==> config.mk <==
export PLATFORM = sky130hd
export DESIGN_NAME = rot_top
export DESIGN_NICKNAME = d
export VERILOG_FILES = /design/src/verilog/rot_bus_pkg.sv /design/src/verilog/rot_entropy_pkg.sv /design/src/verilog/rot_reg_if.sv /design/src/verilog/edn.sv /design/src/verilog/entropy_src.sv /design/src/verilog/es_fifo.sv /design/src/verilog/rot_top.sv /design/src/verilog/rot_xbar.sv
export SDC_FILE = /design/constraint.sdc
export NUM_CORES = 1
export LEC_CHECK = 0
export BUFFER_PORTS_ARGS = -buffer_cell sky130_fd_sc_hd__buf_2
export CORE_ASPECT_RATIO = 0.5
export CORE_UTILIZATION = 35
export DETAILED_ROUTE_END_ITERATION = 6
export SLEW_MARGIN = 25
export SYNTH_ARGS = -nofsm -noshare
export SYNTH_HDL_FRONTEND = slang
export SYNTH_SLANG_ARGS = --single-unit
==> constraint.sdc <==
create_clock -name clk_i -period 3.2 [get_ports clk_i]
set_input_delay 0.16 -clock clk_i [delete_from_list [all_inputs] [get_ports clk_i]]
set_output_delay 0.16 -clock clk_i [all_outputs]
set_load 0.05 [all_outputs]
==> src/verilog/rot_bus_pkg.sv <==
package rot_bus_pkg;

  // host bus widths
  localparam int BusAddrWidth = 8;
  localparam int BusDataWidth = 32;

  typedef logic [BusAddrWidth-1:0] bus_addr_t;
  typedef logic [BusDataWidth-1:0] bus_data_t;

  // register offset inside one block, low address nibble
  typedef logic [3:0] reg_off_t;

  // block select, taken from address bits 7:4
  localparam logic [3:0] SlvEntropySrc = 4'h0;
  localparam logic [3:0] SlvEdn        = 4'h1;

  // entropy source register map
  localparam reg_off_t EsCtrlOffset    = 4'h0;
  localparam reg_off_t EsThreshOffset  = 4'h4;
  localparam reg_off_t EsFailCntOffset = 4'h8;
  localparam reg_off_t EsLevelOffset   = 4'hC;

  // edn register map
  localparam reg_off_t EdnCtrlOffset   = 4'h0;
  localparam reg_off_t EdnServedOffset = 4'h4;

  // read value of an address that selects no block
  localparam bus_data_t BusErrData = 32'hDEADBEEF;

endpackage

==> src/verilog/rot_entropy_pkg.sv <==
package rot_entropy_pkg;

  // raw noise sample and packed word
  localparam int SampleWidth    = 4;
  localparam int SamplesPerWord = 8;

  typedef logic [SampleWidth-1:0]                es_sample_t;
  typedef logic [SampleWidth*SamplesPerWord-1:0] es_word_t;

  // repetition count and threshold share one width
  typedef logic [3:0] rep_cnt_t;

  // threshold after reset
  localparam rep_cnt_t RepCntThreshDefault = 4'd6;

  // sizing defaults for the top level
  localparam int EsFifoDepthDefault  = 4;
  localparam int NumEndPointsDefault = 4;

endpackage

==> src/verilog/rot_reg_if.sv <==
`timescale 1ns/1ps

interface rot_reg_if;

  // one-cycle access strobe
  logic                  req;
  logic                  we;
  // offset inside the selected block
  rot_bus_pkg::reg_off_t  addr;
  rot_bus_pkg::bus_data_t wdata;
  // combinational read data from the block
  rot_bus_pkg::bus_data_t rdata;

  // crossbar side
  modport host (
    output req, we, addr, wdata,
    input  rdata
  );

  // register block side
  modport target (
    input  req, we, addr, wdata,
    output rdata
  );

endinterface

==> src/verilog/edn.sv <==
`timescale 1ns/1ps

module edn #(
  parameter int NumEndPoints = rot_entropy_pkg::NumEndPointsDefault
) (
  input  logic                      clk_i,
  input  logic                      reset_i,
  rot_reg_if.target                 reg_bus,
  input  rot_entropy_pkg::es_word_t es_word_i,
  input  logic                      es_empty_i,
  output logic                      es_pop_o,
  input  logic [NumEndPoints-1:0]   ep_req_i,
  output logic [NumEndPoints-1:0]   ep_ack_o,
  output rot_entropy_pkg::es_word_t ep_data_o
);

  localparam int IdxW = (NumEndPoints > 1) ? $clog2(NumEndPoints) : 1;

  logic                      enable_q;
  logic [15:0]               served_q;
  logic [IdxW-1:0]           last_q;
  logic [NumEndPoints-1:0]   ack_q;
  rot_entropy_pkg::es_word_t data_q;
  logic [NumEndPoints-1:0]   cand;
  logic [IdxW-1:0]           grant_idx;
  logic                      found;
  logic                      grant;
  logic                      reg_wr;

  assign reg_wr = reg_bus.req && reg_bus.we;

  // endpoint being acked this cycle still holds its request
  assign cand = ep_req_i & ~ack_q;

  // round-robin search from the slot after the last grant
  always_comb begin
    int unsigned idx;
    found     = 1'b0;
    grant_idx = '0;
    for (int unsigned i = 0; i < NumEndPoints; i++) begin
      idx = int'(last_q) + 1 + i;
      if (idx >= NumEndPoints) begin
        idx = idx - NumEndPoints;
      end
      if (!found && cand[idx]) begin
        found     = 1'b1;
        grant_idx = IdxW'(idx);
      end
    end
  end

  assign grant    = enable_q && !es_empty_i && found;
  // head word goes out with the pop
  assign es_pop_o = grant;

  always_ff @(posedge clk_i) begin
    if (reset_i) begin
      enable_q <= 1'b0;
      served_q <= '0;
      // first search then starts at endpoint 0
      last_q   <= IdxW'(NumEndPoints - 1);
      ack_q    <= '0;
    end else begin
      ack_q <= '0;
      if (grant) begin
        ack_q[grant_idx] <= 1'b1;
        last_q           <= grant_idx;
        served_q         <= served_q + 1'b1;
      end
      if (reg_wr && (reg_bus.addr == rot_bus_pkg::EdnCtrlOffset)) begin
        enable_q <= reg_bus.wdata[0];
      end
    end
  end

  // word held next to the acknowledge
  always_ff @(posedge clk_i) begin
    if (grant) begin
      data_q <= es_word_i;
    end
  end

  always_comb begin
    reg_bus.rdata = '0;
    case (reg_bus.addr)
      rot_bus_pkg::EdnCtrlOffset:   reg_bus.rdata[0] = enable_q;
      rot_bus_pkg::EdnServedOffset: reg_bus.rdata[15:0] = served_q;
      default:                      reg_bus.rdata = '0;
    endcase
  end

  assign ep_ack_o  = ack_q;
  assign ep_data_o = data_q;

  // at most one endpoint served per cycle
  ack_onehot_a: assert property (@(posedge clk_i) disable iff (reset_i)
    $onehot0(ep_ack_o));

endmodule

==> src/verilog/entropy_src.sv <==
`timescale 1ns/1ps

module entropy_src #(
  parameter int EsFifoDepth = rot_entropy_pkg::EsFifoDepthDefault
) (
  input  logic                        clk_i,
  input  logic                        reset_i,
  rot_reg_if.target                   reg_bus,
  input  logic                        rng_valid_i,
  input  rot_entropy_pkg::es_sample_t rng_sample_i,
  input  logic                        es_pop_i,
  output rot_entropy_pkg::es_word_t   es_word_o,
  output logic                        es_empty_o,
  output logic                        intr_es_entropy_valid_o,
  output logic                        intr_es_health_test_failed_o
);

  localparam int IdxW = $clog2(rot_entropy_pkg::SamplesPerWord);
  localparam int LvlW = $clog2(EsFifoDepth + 1);
  localparam int SW   = rot_entropy_pkg::SampleWidth;

  logic                        enable_q;
  rot_entropy_pkg::rep_cnt_t   thresh_q;
  logic [15:0]                 fail_cnt_q;
  logic                        ht_intr_q;
  rot_entropy_pkg::es_sample_t prev_q;
  logic                        prev_valid_q;
  rot_entropy_pkg::rep_cnt_t   rep_cnt_q;
  rot_entropy_pkg::rep_cnt_t   rep_cnt_d;
  logic [IdxW-1:0]             pack_idx_q;
  rot_entropy_pkg::es_word_t   pack_q;
  rot_entropy_pkg::es_word_t   pack_d;
  logic                        sample_en;
  logic                        ht_fail;
  logic                        word_done;
  logic                        fifo_push;
  logic                        fifo_full;
  logic [LvlW-1:0]             fifo_level;
  logic                        reg_wr;

  assign sample_en = enable_q && rng_valid_i;
  assign reg_wr    = reg_bus.req && reg_bus.we;

  // repeat of the last sample extends the run, anything else restarts it
  always_comb begin
    if (prev_valid_q && (rng_sample_i == prev_q)) begin
      rep_cnt_d = rep_cnt_q + 1'b1;
    end else begin
      rep_cnt_d = rot_entropy_pkg::rep_cnt_t'(1);
    end
  end

  assign ht_fail = sample_en && (rep_cnt_d >= thresh_q);

  // new nibble lands above the ones already packed
  always_comb begin
    pack_d = pack_q;
    pack_d[pack_idx_q*SW +: SW] = rng_sample_i;
  end

  assign word_done = sample_en && !ht_fail &&
                     (pack_idx_q == IdxW'(rot_entropy_pkg::SamplesPerWord - 1));
  // a full FIFO drops the word
  assign fifo_push = word_done && !fifo_full;

  // run and packing state, cleared on disable or a failed test
  always_ff @(posedge clk_i) begin
    if (reset_i || !enable_q || ht_fail) begin
      prev_valid_q <= 1'b0;
      rep_cnt_q    <= '0;
      pack_idx_q   <= '0;
    end else if (sample_en) begin
      prev_valid_q <= 1'b1;
      rep_cnt_q    <= rep_cnt_d;
      pack_idx_q   <= word_done ? '0 : pack_idx_q + 1'b1;
    end
  end

  always_ff @(posedge clk_i) begin
    if (sample_en) begin
      prev_q <= rng_sample_i;
      pack_q <= pack_d;
    end
  end

  // control registers, fail count and the health pulse
  always_ff @(posedge clk_i) begin
    if (reset_i) begin
      enable_q   <= 1'b0;
      thresh_q   <= rot_entropy_pkg::RepCntThreshDefault;
      fail_cnt_q <= '0;
      ht_intr_q  <= 1'b0;
    end else begin
      ht_intr_q <= ht_fail;
      if (ht_fail) begin
        fail_cnt_q <= fail_cnt_q + 1'b1;
      end
      if (reg_wr && (reg_bus.addr == rot_bus_pkg::EsCtrlOffset)) begin
        enable_q <= reg_bus.wdata[0];
      end
      if (reg_wr && (reg_bus.addr == rot_bus_pkg::EsThreshOffset)) begin
        thresh_q <= reg_bus.wdata[3:0];
      end
    end
  end

  // read mux, unused bits and offsets read zero
  always_comb begin
    reg_bus.rdata = '0;
    case (reg_bus.addr)
      rot_bus_pkg::EsCtrlOffset:    reg_bus.rdata[0] = enable_q;
      rot_bus_pkg::EsThreshOffset:  reg_bus.rdata[3:0] = thresh_q;
      rot_bus_pkg::EsFailCntOffset: reg_bus.rdata[15:0] = fail_cnt_q;
      rot_bus_pkg::EsLevelOffset:   reg_bus.rdata[LvlW-1:0] = fifo_level;
      default:                      reg_bus.rdata = '0;
    endcase
  end

  es_fifo #(
    .Depth (EsFifoDepth)
  ) u_es_fifo (
    .clk_i,
    .reset_i,
    .push_i  (fifo_push),
    .wdata_i (pack_d),
    .pop_i   (es_pop_i),
    .rdata_o (es_word_o),
    .full_o  (fifo_full),
    .empty_o (es_empty_o),
    .level_o (fifo_level)
  );

  assign intr_es_entropy_valid_o      = !es_empty_o;
  assign intr_es_health_test_failed_o = ht_intr_q;

endmodule

==> src/verilog/es_fifo.sv <==
`timescale 1ns/1ps

module es_fifo #(
  parameter int Depth = rot_entropy_pkg::EsFifoDepthDefault
) (
  input  logic                      clk_i,
  input  logic                      reset_i,
  input  logic                      push_i,
  input  rot_entropy_pkg::es_word_t wdata_i,
  input  logic                      pop_i,
  output rot_entropy_pkg::es_word_t rdata_o,
  output logic                      full_o,
  output logic                      empty_o,
  output logic [$clog2(Depth+1)-1:0] level_o
);

  localparam int PtrW = (Depth > 1) ? $clog2(Depth) : 1;
  localparam int LvlW = $clog2(Depth + 1);

  rot_entropy_pkg::es_word_t mem_q [Depth];
  logic [PtrW-1:0]           wr_ptr_q;
  logic [PtrW-1:0]           rd_ptr_q;
  logic [LvlW-1:0]           level_q;

  // storage, no reset needed
  always_ff @(posedge clk_i) begin
    if (push_i) begin
      mem_q[wr_ptr_q] <= wdata_i;
    end
  end

  // pointers wrap at Depth, which need not be a power of two
  always_ff @(posedge clk_i) begin
    if (reset_i) begin
      wr_ptr_q <= '0;
      rd_ptr_q <= '0;
      level_q  <= '0;
    end else begin
      if (push_i) begin
        wr_ptr_q <= (wr_ptr_q == PtrW'(Depth - 1)) ? '0 : wr_ptr_q + 1'b1;
      end
      if (pop_i) begin
        rd_ptr_q <= (rd_ptr_q == PtrW'(Depth - 1)) ? '0 : rd_ptr_q + 1'b1;
      end
      // level moves only when one side is active
      if (push_i && !pop_i) begin
        level_q <= level_q + 1'b1;
      end else if (pop_i && !push_i) begin
        level_q <= level_q - 1'b1;
      end
    end
  end

  // head word always visible
  assign rdata_o = mem_q[rd_ptr_q];
  assign full_o  = (level_q == LvlW'(Depth));
  assign empty_o = (level_q == '0);
  assign level_o = level_q;

  // producer and consumer must respect the flags
  no_push_full_a: assert property (@(posedge clk_i) disable iff (reset_i)
    push_i |-> !full_o);
  no_pop_empty_a: assert property (@(posedge clk_i) disable iff (reset_i)
    pop_i |-> !empty_o);

endmodule

==> src/verilog/rot_top.sv <==
`timescale 1ns/1ps

module rot_top #(
  parameter int EsFifoDepth  = rot_entropy_pkg::EsFifoDepthDefault,
  parameter int NumEndPoints = rot_entropy_pkg::NumEndPointsDefault
) (
  input  logic                        clk_i,
  input  logic                        reset_i,
  // host register bus
  input  logic                        bus_req_i,
  input  logic                        bus_we_i,
  input  rot_bus_pkg::bus_addr_t      bus_addr_i,
  input  rot_bus_pkg::bus_data_t      bus_wdata_i,
  output logic                        bus_rvalid_o,
  output rot_bus_pkg::bus_data_t      bus_rdata_o,
  // raw noise input
  input  logic                        rng_valid_i,
  input  rot_entropy_pkg::es_sample_t rng_sample_i,
  // hardware endpoints
  input  logic [NumEndPoints-1:0]     ep_req_i,
  output logic [NumEndPoints-1:0]     ep_ack_o,
  output rot_entropy_pkg::es_word_t   ep_data_o,
  // interrupts
  output logic                        intr_es_entropy_valid_o,
  output logic                        intr_es_health_test_failed_o
);

  rot_entropy_pkg::es_word_t es_word;
  logic                      es_empty;
  logic                      es_pop;

  // one register channel per block
  rot_reg_if u_es_reg ();
  rot_reg_if u_edn_reg ();

  rot_xbar u_xbar (
    .clk_i,
    .reset_i,
    .bus_req_i,
    .bus_we_i,
    .bus_addr_i,
    .bus_wdata_i,
    .bus_rvalid_o,
    .bus_rdata_o,
    .es_reg  (u_es_reg.host),
    .edn_reg (u_edn_reg.host)
  );

  entropy_src #(
    .EsFifoDepth (EsFifoDepth)
  ) u_entropy_src (
    .clk_i,
    .reset_i,
    .reg_bus     (u_es_reg.target),
    .rng_valid_i,
    .rng_sample_i,
    .es_pop_i    (es_pop),
    .es_word_o   (es_word),
    .es_empty_o  (es_empty),
    .intr_es_entropy_valid_o,
    .intr_es_health_test_failed_o
  );

  // conditioned words go straight from the FIFO to endpoints
  edn #(
    .NumEndPoints (NumEndPoints)
  ) u_edn (
    .clk_i,
    .reset_i,
    .reg_bus    (u_edn_reg.target),
    .es_word_i  (es_word),
    .es_empty_i (es_empty),
    .es_pop_o   (es_pop),
    .ep_req_i,
    .ep_ack_o,
    .ep_data_o
  );

endmodule

==> src/verilog/rot_xbar.sv <==
`timescale 1ns/1ps

module rot_xbar (
  input  logic                   clk_i,
  input  logic                   reset_i,
  input  logic                   bus_req_i,
  input  logic                   bus_we_i,
  input  rot_bus_pkg::bus_addr_t bus_addr_i,
  input  rot_bus_pkg::bus_data_t bus_wdata_i,
  output logic                   bus_rvalid_o,
  output rot_bus_pkg::bus_data_t bus_rdata_o,
  rot_reg_if.host                es_reg,
  rot_reg_if.host                edn_reg
);

  logic [3:0]             blk_sel;
  logic                   hit_es;
  logic                   hit_edn;
  rot_bus_pkg::bus_data_t rsp_data;

  // upper nibble picks the block
  assign blk_sel = bus_addr_i[rot_bus_pkg::BusAddrWidth-1:4];
  assign hit_es  = (blk_sel == rot_bus_pkg::SlvEntropySrc);
  assign hit_edn = (blk_sel == rot_bus_pkg::SlvEdn);

  // strobe goes only to the selected block
  assign es_reg.req    = bus_req_i && hit_es;
  assign es_reg.we     = bus_we_i;
  assign es_reg.addr   = bus_addr_i[3:0];
  assign es_reg.wdata  = bus_wdata_i;
  assign edn_reg.req   = bus_req_i && hit_edn;
  assign edn_reg.we    = bus_we_i;
  assign edn_reg.addr  = bus_addr_i[3:0];
  assign edn_reg.wdata = bus_wdata_i;

  // writes answer with zero
  always_comb begin
    if (bus_we_i) begin
      rsp_data = '0;
    end else if (hit_es) begin
      rsp_data = es_reg.rdata;
    end else if (hit_edn) begin
      rsp_data = edn_reg.rdata;
    end else begin
      rsp_data = rot_bus_pkg::BusErrData;
    end
  end

  always_ff @(posedge clk_i) begin
    if (reset_i) begin
      bus_rvalid_o <= 1'b0;
    end else begin
      bus_rvalid_o <= bus_req_i;
    end
  end

  // response data only captured on a request
  always_ff @(posedge clk_i) begin
    if (bus_req_i) begin
      bus_rdata_o <= rsp_data;
    end
  end

  // every request answered in the next cycle, nothing else
  rvalid_after_req_a: assert property (@(posedge clk_i) disable iff (reset_i)
    bus_req_i |=> bus_rvalid_o);
  no_rvalid_without_req_a: assert property (@(posedge clk_i) disable iff (reset_i)
    !bus_req_i |=> !bus_rvalid_o);

endmodule
======== Word-level counts from Yosys, hierarchy flattened ========
Memory sizes are Yosys's and may differ from the RTL's. A register that Yosys moved wholly into a read port is not among the register bits.
Cells that the tools add are included.
word-level totals
  flip-flop bits (word level) ............. 129
  word-level logic and storage cells ...... 139
  memories kept ........................... 1
  output and inout port bits .............. 71
  ROM bits ................................ 0
  input port bits ......................... 53
  RAM bits ................................ 128
  latch bits .............................. 0
cells by class
  $add $sub $neg .......................... 17
  reductions and logical operators ........ 38
  div/mod/pow operators ................... 0
  multipliers ............................. 0
  bitwise operators ....................... 3
  magnitude comparators ................... 11
  muxes and demuxes ....................... 39
  shift-type cells ........................ 2
  eq/ne operators ......................... 9
memories
  name                           depth  width  read ports  clocked after Yosys merged registers in  wr ports  line           text
  u_entropy_src.u_es_fifo.mem_q  4      32     1           1                                        1         es_fifo.sv:20  rot_entropy_pkg::es_word_t mem_q [Depth];
operators by type and width
  kind                                                    number
  two-way mux 32 bit                                      5
  >= comparator 32 x 3 -> 1 bit (second input constant)   4
  < comparator 32 x 3 -> 1 bit (second input constant)    4
  subtractor 32 x 3 -> 32 bit (second input constant)     4
  adder 32 x 2 -> 32 bit (second input constant)          2
  negator 5 -> 34 bit                                     1
  variable shift 4 x 34 -> 32 bit (first input constant)  1
  variable part select 4 x 34 -> 32 bit                   1
  adder 16 x 1 -> 16 bit (second input constant)          2
  adder 32 x 1 -> 32 bit (second input constant)          1
  bitwise mux 32 bit                                      1
  logical AND 1 bit                                       21
  two-way mux 16 bit                                      1
  two-way mux 15 bit                                      1
  two-way mux 12 bit                                      1
  two-way mux 2 bit                                       6
  two-way mux 1 bit                                       11
  zero test 1 bit                                         9
  two-way mux 3 bit                                       3
  binary-select mux 1 bit (select 2 bit)                  4
  equality test 4 bit (second input constant)             2
  zero test 4 bit                                         2
  adder 3 x 1 -> 3 bit (second input constant)            2
  equality test 3 bit (second input constant)             2
  other kinds (23)                                        28

======== Longest topological paths before layout ========
Gate-level depths: netlist of the first run.
  depth in word-level cells ............... 19
  depth in mapped cells ................... 14
  gate-level depth less buffers ........... 14

======== Modules after synthesis ========
A second synthesis of the first run with hierarchy kept.
unflattened totals
  cell total of the unflattened synthesis .. 951
  area, all modules ....................... 13123.8 um^2
modules (own cells, without submodules)
  module       times used  cells an instance  area each (um^2)
  es_fifo      1           211                5098.6
  entropy_src  1           355                3494.6
  edn          1           199                2414.8
  rot_xbar     1           186                2115.8

======== Least setup slack after synthesis of the first run ========
Ideal clock, no wire load.
  kind .................................... register to register
  start point ............................. register u_entropy_src.prev_q[1]
  end point ............................... register u_entropy_src.u_es_fifo.level_q[2], in the netlist u_entropy_src.u_es_fifo.level_o[2]
  library setup time ...................... 70 ps
  data arrival time ....................... 3385 ps
  cell stages (with the launch flop) ...... 15
  slack ................................... -256 ps
  path through ............................ edfxtp_1 xnor2_1 nand2_1 nor4_4 o21a_1 ha_1 o21a_1 or2_2 a21oi_2 ha_1 inv_1 fa_1 xor2_1 or3_1 a21oi_1
on the way
  cells in the longest elaborated chain, start to end .. 12
  elaborated cells on any way between the ends .. 14
  classes of those cells .................. order compare: 1; eq/ne: 1; mux: 2; reduce/logical: 10
ends and longest elaborated chain
  element                               line               text
  start: declaration                    entropy_src.sv:26  rot_entropy_pkg::es_sample_t prev_q;
  start signal: assignment              entropy_src.sv:81  prev_q <= rng_sample_i;
  equality test 4 bit *                 entropy_src.sv:46  if (prev_valid_q && (rng_sample_i == prev_q)) begin
  logical AND 1 bit *                   entropy_src.sv:46
  two-way mux 4 bit *                   entropy_src.sv:46
  named net u_entropy_src.rep_cnt_d[2]  entropy_src.sv:29  rot_entropy_pkg::rep_cnt_t rep_cnt_d;
  >= comparator 4 bit *                 entropy_src.sv:53  assign ht_fail = sample_en && (rep_cnt_d >= thresh_q);
  logical AND 1 bit *                   entropy_src.sv:53
  zero test 1 bit *                     entropy_src.sv:61  assign word_done = sample_en && !ht_fail &&
  logical AND 1 bit * (2 in series)     entropy_src.sv:61
  logical AND 1 bit *                   entropy_src.sv:64  assign fifo_push = word_done && !fifo_full;
  named net u_entropy_src.fifo_push     entropy_src.sv:36  logic fifo_push;
  zero test 1 bit                       es_fifo.sv:48      end else if (pop_i && !push_i) begin
  logical AND 1 bit                     es_fifo.sv:48
  nonzero test 2 bit (no source line)   n/a
  end signal: assignment                es_fifo.sv:47      level_q <= level_q + 1'b1;
  end signal: assignment                es_fifo.sv:49      level_q <= level_q - 1'b1;
  end: declaration                      es_fifo.sv:23      logic [LvlW-1:0] level_q;
The timed path passes the listed nets; every way through them passes the cells marked *.
A chain may end at the register's enable or synchronous reset.

======== Worst setup path in the final report of the first run ========
  start point ............................. register u_entropy_src.prev_q[2]
  end point ............................... register u_entropy_src.u_es_fifo.level_q[2], in the netlist u_entropy_src.u_es_fifo.level_o[2]
Same word-level chain as after synthesis.

==> impl_metrics.csv, run 1 <==
group,metric,value,unit
synthesis,yosysWarnings,0,
routing,viasPerCell,4.90,
floorplanning,floorplan.initialDensity,36.3,%
setup_path,crit_path_cell_trace,"xor2_2, nor4_4, buf_4, o21a_1, ha_1, o21a_1, or2_4, a21oi_4, ha_4, inv_2, fa_2, xor2_1, or3_1, a21oi_2",
power,vdd_drop_max,339,uV
routing,dr_wl_met3,844,microns
clock_network,htree_levels,1,
finish,fillCellCount,2781,
setup_path,cp.arrival,3.70,ns
setup_path,critPathRequiredTime,3.67,ns
synthesis,synth_common_cells,"213 x edfxtp_1, 71 x nand2_1, 63 x nor2_1",
finish,multi_input_area,0.00338,sq mm
timing,fin_worst_skew,0.0118,ns
timing,setup_ws,-0.0240,ns
setup_path,crit_type,"reg2reg",
clock_network,cts_root_buf,"clkbuf_16",
setup_path,crit_fanout,5,
synthesis,synth.cell_area,0.0112,sq mm
floorplanning,die_w,255,microns
finish,final_net_count,960,
finish,layout-drive-gt1-share,25.0,%
routing,wl,22800,microns
timing,fmax,0.310,GHz
synthesis,synth-seq-cells,274,
finish,syn_to_final_growth,18.3,%
synthesis,synthCells,765,
grt,grt_pass1_vias,6415,
floorplanning,die_area,0.0329,sq mm
timing,slew-limit-headroom,45.1,%
setup_path,worst_path_max_delay_cell,"edfxtp_1",
timing,hold_violations,0,
synthesis,syn_area_per_cell,14.7,sq um
timing,setup_viol,1,
synthesis,async_flop_share,0,%
setup_path,slowest_delay,0.41,ns
grt,antenna_found_initial,1,
routing,route.detailed.drc,0,
clock_network,cts.reportedPaths.clkPinSlew,0.06,ns
status,status,"finished, violations left",
placement,port_buffers,90,
routing,top_layer,"met4",
synthesis,synth_top_area_share,56.9,%
placement,dpl.hpwl,14500,microns
power,cellLeakagePower,4.54,nW
routing,first_pass_iters,4,
clock_network,cts_buffer_depth,3,
clock_network,clkSinkCount,274,
timing,timing.hold.ws,0.0273,ns
clock_network,clk_latency,0.55,ns
placement,dp_slack,-0.0873,ns
synthesis,synth.distinct_cells,58,
grt,grt_pass1_wl,35800,microns
routing,drt_iter0_drc,481,
synthesis,synth-edff-count,213,
placement,dp_cells,1269,
routing,dr_wl_met2,11600,microns
setup_path,start_kind,"register",
synthesis,yosysMostFrequentCell,"edfxtp_1",
synthesis,netlist_top_cells_area,"edfxtp_1 57%, dfxtp_1 11%, mux4_2 6.6%, nand2_1 2.4%, ha_1 2.2%",
routing,route.vias.total,6516,
clock_network,cts_tree,"yes",
grt,grt_usage,13.9,%
grt,grt_max_degree,51,
finish,seqCellArea,0.00762,sq mm
synthesis,ys.flop_type,"edfxtp_1",
setup_path,end_kind,"register",
timing,worst_slew_pin_slew,0.822,ns
floorplanning,num_rows,45,
placement,place_congestion,0.790,
run,cap_violations,0,
timing,rsz0062_at_grt,"yes",
timing,finalSetupTns,-0.0240,ns
finish,utilization,42.9,%
routing,wl_met1,9990,microns
synthesis,synth_area_leader_cell,"edfxtp_1",
timing,slew_violations,0,
finish,finalNonFillerCells,1329,
timing,min_period,3.22,ns
floorplanning,core,0.0310,sq mm
floorplanning,die_height,129,microns
timing,fin_crit_sh,101,%
clock_network,cts_buffers,26,
worst_hold_path,hold_path_class,"in2reg",
synthesis,seq_area_frac_synth,67.8,%
grt,grt_overflow,0,
routing,avgRoutedWirePerCell,17.2,microns
setup_path,timing.critical_path.mode_cell,"o21a_1",
status,violations,"negative setup slack",
power,power_density,543,mW/mm^2
floorplanning,io_pins,124,
routing,ant_nets,0,
## metal layers
metal / global-route usage, % / vias to the layer above
met4: 3.69 / 0
met1: 17.8 / 3258
met5: 0 / -
met2: 24.1 / 109
met3: 2.92 / 30
li1: - / 3119
## logic make-up (layout without fill, tap and decap cells)
| group | count (synthesis) | in the layout | synth area share (%) |
|---|---|---|---|
| AND/OR/NAND/NOR | 240 | 240 | 11.0 |
| flip-flops | 274 | 274 | 67.8 |
| multiplexers | 55 | 55 | 8.66 |
| buffers and inverters | 56 | 192 | 2.62 |
| XOR/XNOR | 36 | 36 | 2.81 |
| other | 1 | 6 | 0.0334 |
| AO/OA/AOI/OAI | 82 | 82 | 4.71 |
| adder cells (fa/ha/maj) | 21 | 21 | 2.40 |
## what timing repair did
| item | in CTS | in global routing |
|---|---|---|
| pin swaps | 5 | 1 |
| buffers inserted | 2 | 0 |
| setup endpoints to repair | 1 | 1 |
| hold buffers | 10 | 0 |
| resized for setup | 1 | 3 |
| hold endpoints to repair | 10 | 0 |
## report_power, final
part | switching, mW | total, mW | internal (mW)
logic | 0.186 | 0.244 | 0.0577
clock network | 1.34 | 3.17 | 1.83
registers | 0.00522 | 3.81 | 3.81
total | 1.53 | 7.22 | 5.70
## flip-flops by register name (all words and copies together) (netlist names), 4 cells and up
name / flops
u_edn.ep_ack_o: 4
u_edn.ep_data_o: 32
u_edn.served_q: 16
u_entropy_src.fail_cnt_q: 16
u_entropy_src.pack_q: 32
u_entropy_src.prev_q: 4
u_entropy_src.rep_cnt_q: 4
u_entropy_src.thresh_q: 4
u_entropy_src.u_es_fifo.mem_q: 128
u_xbar.bus_rdata_o: 17
## worst paths after layout
path              slack [ns]  cells past startpoint                       start                                  to
setup reg to reg       -0.02                     14     u_entropy_src.prev_q[2]  u_entropy_src.u_es_fifo.level_o[2]
setup / recovery       -0.02                     14     u_entropy_src.prev_q[2]  u_entropy_src.u_es_fifo.level_o[2]
hold reg to reg         0.48                      2  u_entropy_src.rep_cnt_q[1]          u_entropy_src.rep_cnt_q[1]
hold / removal          0.03                      3                     reset_i                     u_edn.last_q[0]
## cells in the final DEF (no fill, tap or decap), types with 13 or more instances in the layout
cell type / count
ha_1: 19
o21ai_0: 35
clkbuf_16: 26
mux2i_1: 14
xnor2_1: 27
nand2_1: 71
dfxtp_1: 60
nand3_1: 15
buf_2: 90
nor3_1: 20
edfxtp_1: 213
inv_1: 13
nor2_1: 63
mux4_2: 33
buf_4: 24
## area by class of cell
class	count	share of cell area (%)
antenna	1	0.0188
timing repair buffer	129	6.25
multi-input combinational	439	25.4
clock buffer	32	5.06
clock inverter	15	1.51
sequential	274	57.3
tap	423	3.98
inverter	16	0.452
## stage by stage
stage / power (mW) / instance area [sq um]
after CTS: 7.29 / 13300
after detailed placement: 4.13 / 12300
after floorplan: 4.08 / 11300
after global placement: 4.13 / 12300
after global routing: 7.45 / 13300
final: 7.22 / 13300
## worst max-delay path: cells and delay by family (launching register included)
family	cells	cell delay (ns)
XOR/XNOR	2	0.35
adder cells (fa/ha/maj)	3	0.71
buffers and inverters	2	0.22
AND/OR/NAND/NOR	3	0.85
flip-flops	1	0.41
AO/OA/AOI/OAI	4	0.62
(Power assumes the default switching activity.)
==> run 2, diff against run 1 <==
--- a/config.mk
+++ b/config.mk
@@ -5,9 +5,11 @@
 export SDC_FILE = /design/constraint.sdc
 export NUM_CORES = 1
 export LEC_CHECK = 0
+export ABC_AREA = 0
 export BUFFER_PORTS_ARGS = -buffer_cell sky130_fd_sc_hd__buf_2
 export CORE_ASPECT_RATIO = 0.5
 export CORE_UTILIZATION = 35
+export CTS_BUF_LIST = sky130_fd_sc_hd__clkbuf_16
 export DETAILED_ROUTE_END_ITERATION = 6
 export SLEW_MARGIN = 25
 export SYNTH_ARGS = -nofsm -noshare
==> run 2 against run 1 <==
  * The flow finishes with violations (design-rule violations, negative setup slack)
  * Register-to-register slack about the same
  * Non-clock buffer count unchanged
  * Critical path depth unchanged
  * Cell area unchanged
  * First-iteration DRC count up 0.42%
  * Total power down 0.28%
  * Sequential power about the same
==> impl_metrics.csv, run 2 (synthesized netlist as in run 1, its figures left out) <==
group,metric,value,unit
clock_network,htree_levels,1,
clock_network,clkSinkCount,274,
routing,ant_nets,0,
timing,worst_slew_pin_slew,0.811,ns
grt,grt_max_degree,51,
floorplanning,io_pins,124,
finish,multi_input_area,0.00338,sq mm
power,vdd_drop_max,338,uV
finish,layout-drive-gt1-share,25.0,%
placement,place_congestion,0.790,
run,cap_violations,0,
floorplanning,core,0.0310,sq mm
setup_path,ff2ff_setup_slack,-0.02,ns
placement,port_buffers,90,
setup_path,crit_fanout,5,
routing,wl_met1,9910,microns
routing,route.detailed.drc,1,
clock_network,cts.reportedPaths.clkPinSlew,0.06,ns
setup_path,worst_path_max_delay_cell,"edfxtp_1",
timing,setup_viol,1,
timing,fin_crit_sh,101,%
timing,finalSetupTns,-0.0197,ns
setup_path,start_kind,"register",
setup_path,end_kind,"register",
grt,grt_usage,13.9,%
setup_path,cp.arrival,3.69,ns
worst_hold_path,hold_path_class,"in2reg",
grt,grt_pass1_vias,6415,
floorplanning,num_rows,45,
finish,largest-register,"u_entropy_src.u_es_fifo.mem_q",
status,violations,"design-rule violations, negative setup slack",
routing,top_layer,"met4",
clock_network,cts_root_buf,"clkbuf_16",
clock_network,cts_tree,"yes",
finish,seqCellArea,0.00762,sq mm
routing,dr_wl_met2,11500,microns
routing,first_pass_iters,7,
routing,wl,22700,microns
routing,viasPerCell,4.92,
setup_path,crit_path_cell_trace,"xor2_2, nor4_4, buf_4, o21a_1, ha_1, o21a_1, or2_4, a21oi_4, ha_4, inv_2, fa_2, xor2_1, or3_1, a21oi_2",
setup_path,crit_type,"reg2reg",
setup_path,timing.critical_path.mode_cell,"o21a_1",
setup_path,r2r_end,"u_entropy_src.u_es_fifo.level_o[2]",
routing,route.vias.total,6534,
timing,fin_worst_skew,0.0112,ns
grt,grt_overflow,0,
finish,largest_register_ffs,128,
timing,setup_ws,-0.0197,ns
routing,dr_wl_met3,950,microns
setup_path,critPathRequiredTime,3.67,ns
floorplanning,floorplan.initialDensity,36.3,%
grt,grt_pass1_wl,35800,microns
setup_path,worstReg2RegStart,"u_entropy_src.prev_q[2]",
floorplanning,die_area,0.0329,sq mm
timing,slew-limit-headroom,45.9,%
power,power_density,542,mW/mm^2
placement,dpl.hpwl,14500,microns
timing,rsz0062_at_grt,"yes",
timing,hold_violations,0,
clock_network,clk_latency,0.55,ns
finish,layout_commonest_cell,"edfxtp_1",
timing,min_period,3.22,ns
setup_path,crit_path_end,"u_entropy_src.u_es_fifo.level_o[2]",
grt,antenna_found_initial,1,
setup_path,slowest_delay,0.41,ns
floorplanning,die_height,129,microns
clock_network,cts_buffers,26,
setup_path,crit_path_start,"u_entropy_src.prev_q[2]",
timing,slew_violations,0,
routing,drt_iter0_drc,483,
status,status,"finished, violations left",
timing,fmax,0.311,GHz
finish,fillCellCount,2781,
finish,final_cell_mix,"213 x edfxtp_1, 90 x buf_2, 71 x nand2_1, 63 x nor2_1, 60 x dfxtp_1",
clock_network,cts_buffer_depth,3,
finish,final_net_count,960,
floorplanning,die_w,255,microns
finish,syn_to_final_growth,18.3,%
setup_path,r2r_cells,14,
routing,avgRoutedWirePerCell,17.1,microns
placement,dp_slack,-0.0873,ns
power,cellLeakagePower,4.57,nW
run 2: changes by cell type in the layout (fill, tap and decap cells not counted), sizes merged:
cell    change
inv         +6
clkbuf      -6
run 2: worst min path at each step:
stage	from	endpoint	slack, ns	cells past startpoint
final	reset_i	u_edn.last_q[0]	0.03	3
after global routing	reset_i	u_edn.last_q[0]	0.03	3
after CTS	reset_i	u_edn.last_q[0]	0.01	3
after detailed placement	bus_wdata_i[3]	u_entropy_src.thresh_q[3]	0.41	3
after global placement	bus_wdata_i[3]	u_entropy_src.thresh_q[3]	0.40	3
after floorplan	rng_sample_i[0]	u_entropy_src.prev_q[0]	0.26	0
run 2: cell type report:
class	instances	share of cell area (%)
flip-flops and latches	274	57.3
multi-input cells	439	25.4
repair buffers	129	6.25
clock buffers	26	4.89
well taps	423	3.98
clock inverters	21	1.68
inverters	16	0.452
diodes	1	0.0188
run 2: through the flow:
step / hold WS (ns) / utilization (%) / power, mW / std cells / instance area, sq um
after floorplan: 0.259 / - / 4.08 / 769 / 11300
after detailed placement: 0.410 / 39.7 / 4.13 / 1269 / 12300
after global routing: 0.0297 / 42.9 / 7.43 / 1329 / 13300
after global placement: 0.398 / 39.7 / 4.13 / 1269 / 12300
after CTS: 0.0147 / 42.9 / 7.28 / 1328 / 13300
final: 0.0289 / 42.9 / 7.20 / 1329 / 13300
run 2: critical path: cells and delay by family, from the launching register on:
kind | cells | cell delay, ns
AOI/OAI and AO/OA | 4 | 0.62
xor gates and xnor gates | 2 | 0.35
adders and majority gates | 3 | 0.71
buffers and inverters | 2 | 0.22
DFF | 1 | 0.41
and+or+nand+nor | 3 | 0.85
run 2: what timing repair did:
action                                  CTS  global route
setup buffers                             2             0
endpoints found under the setup margin    1             1
gates resized for setup                   1             3
hold endpoints to repair                 10             0
hold buffers                             10             0
pin swaps                                 5             1
run 2: per-layer routing:
metal | GRT usage [%] | vias up
met5 | 0 | -
met4 | 3.69 | 0
met3 | 2.92 | 32
met2 | 24.1 | 129
met1 | 17.8 | 3258
li1 | - | 3115
run 2: power breakdown:
group          internal [mW]  total (mW)  switching, mW
combinational         0.0577       0.244          0.186
clock                   1.81        3.15           1.33
sequential              3.81        3.81        0.00521
total                   5.68        7.20           1.53
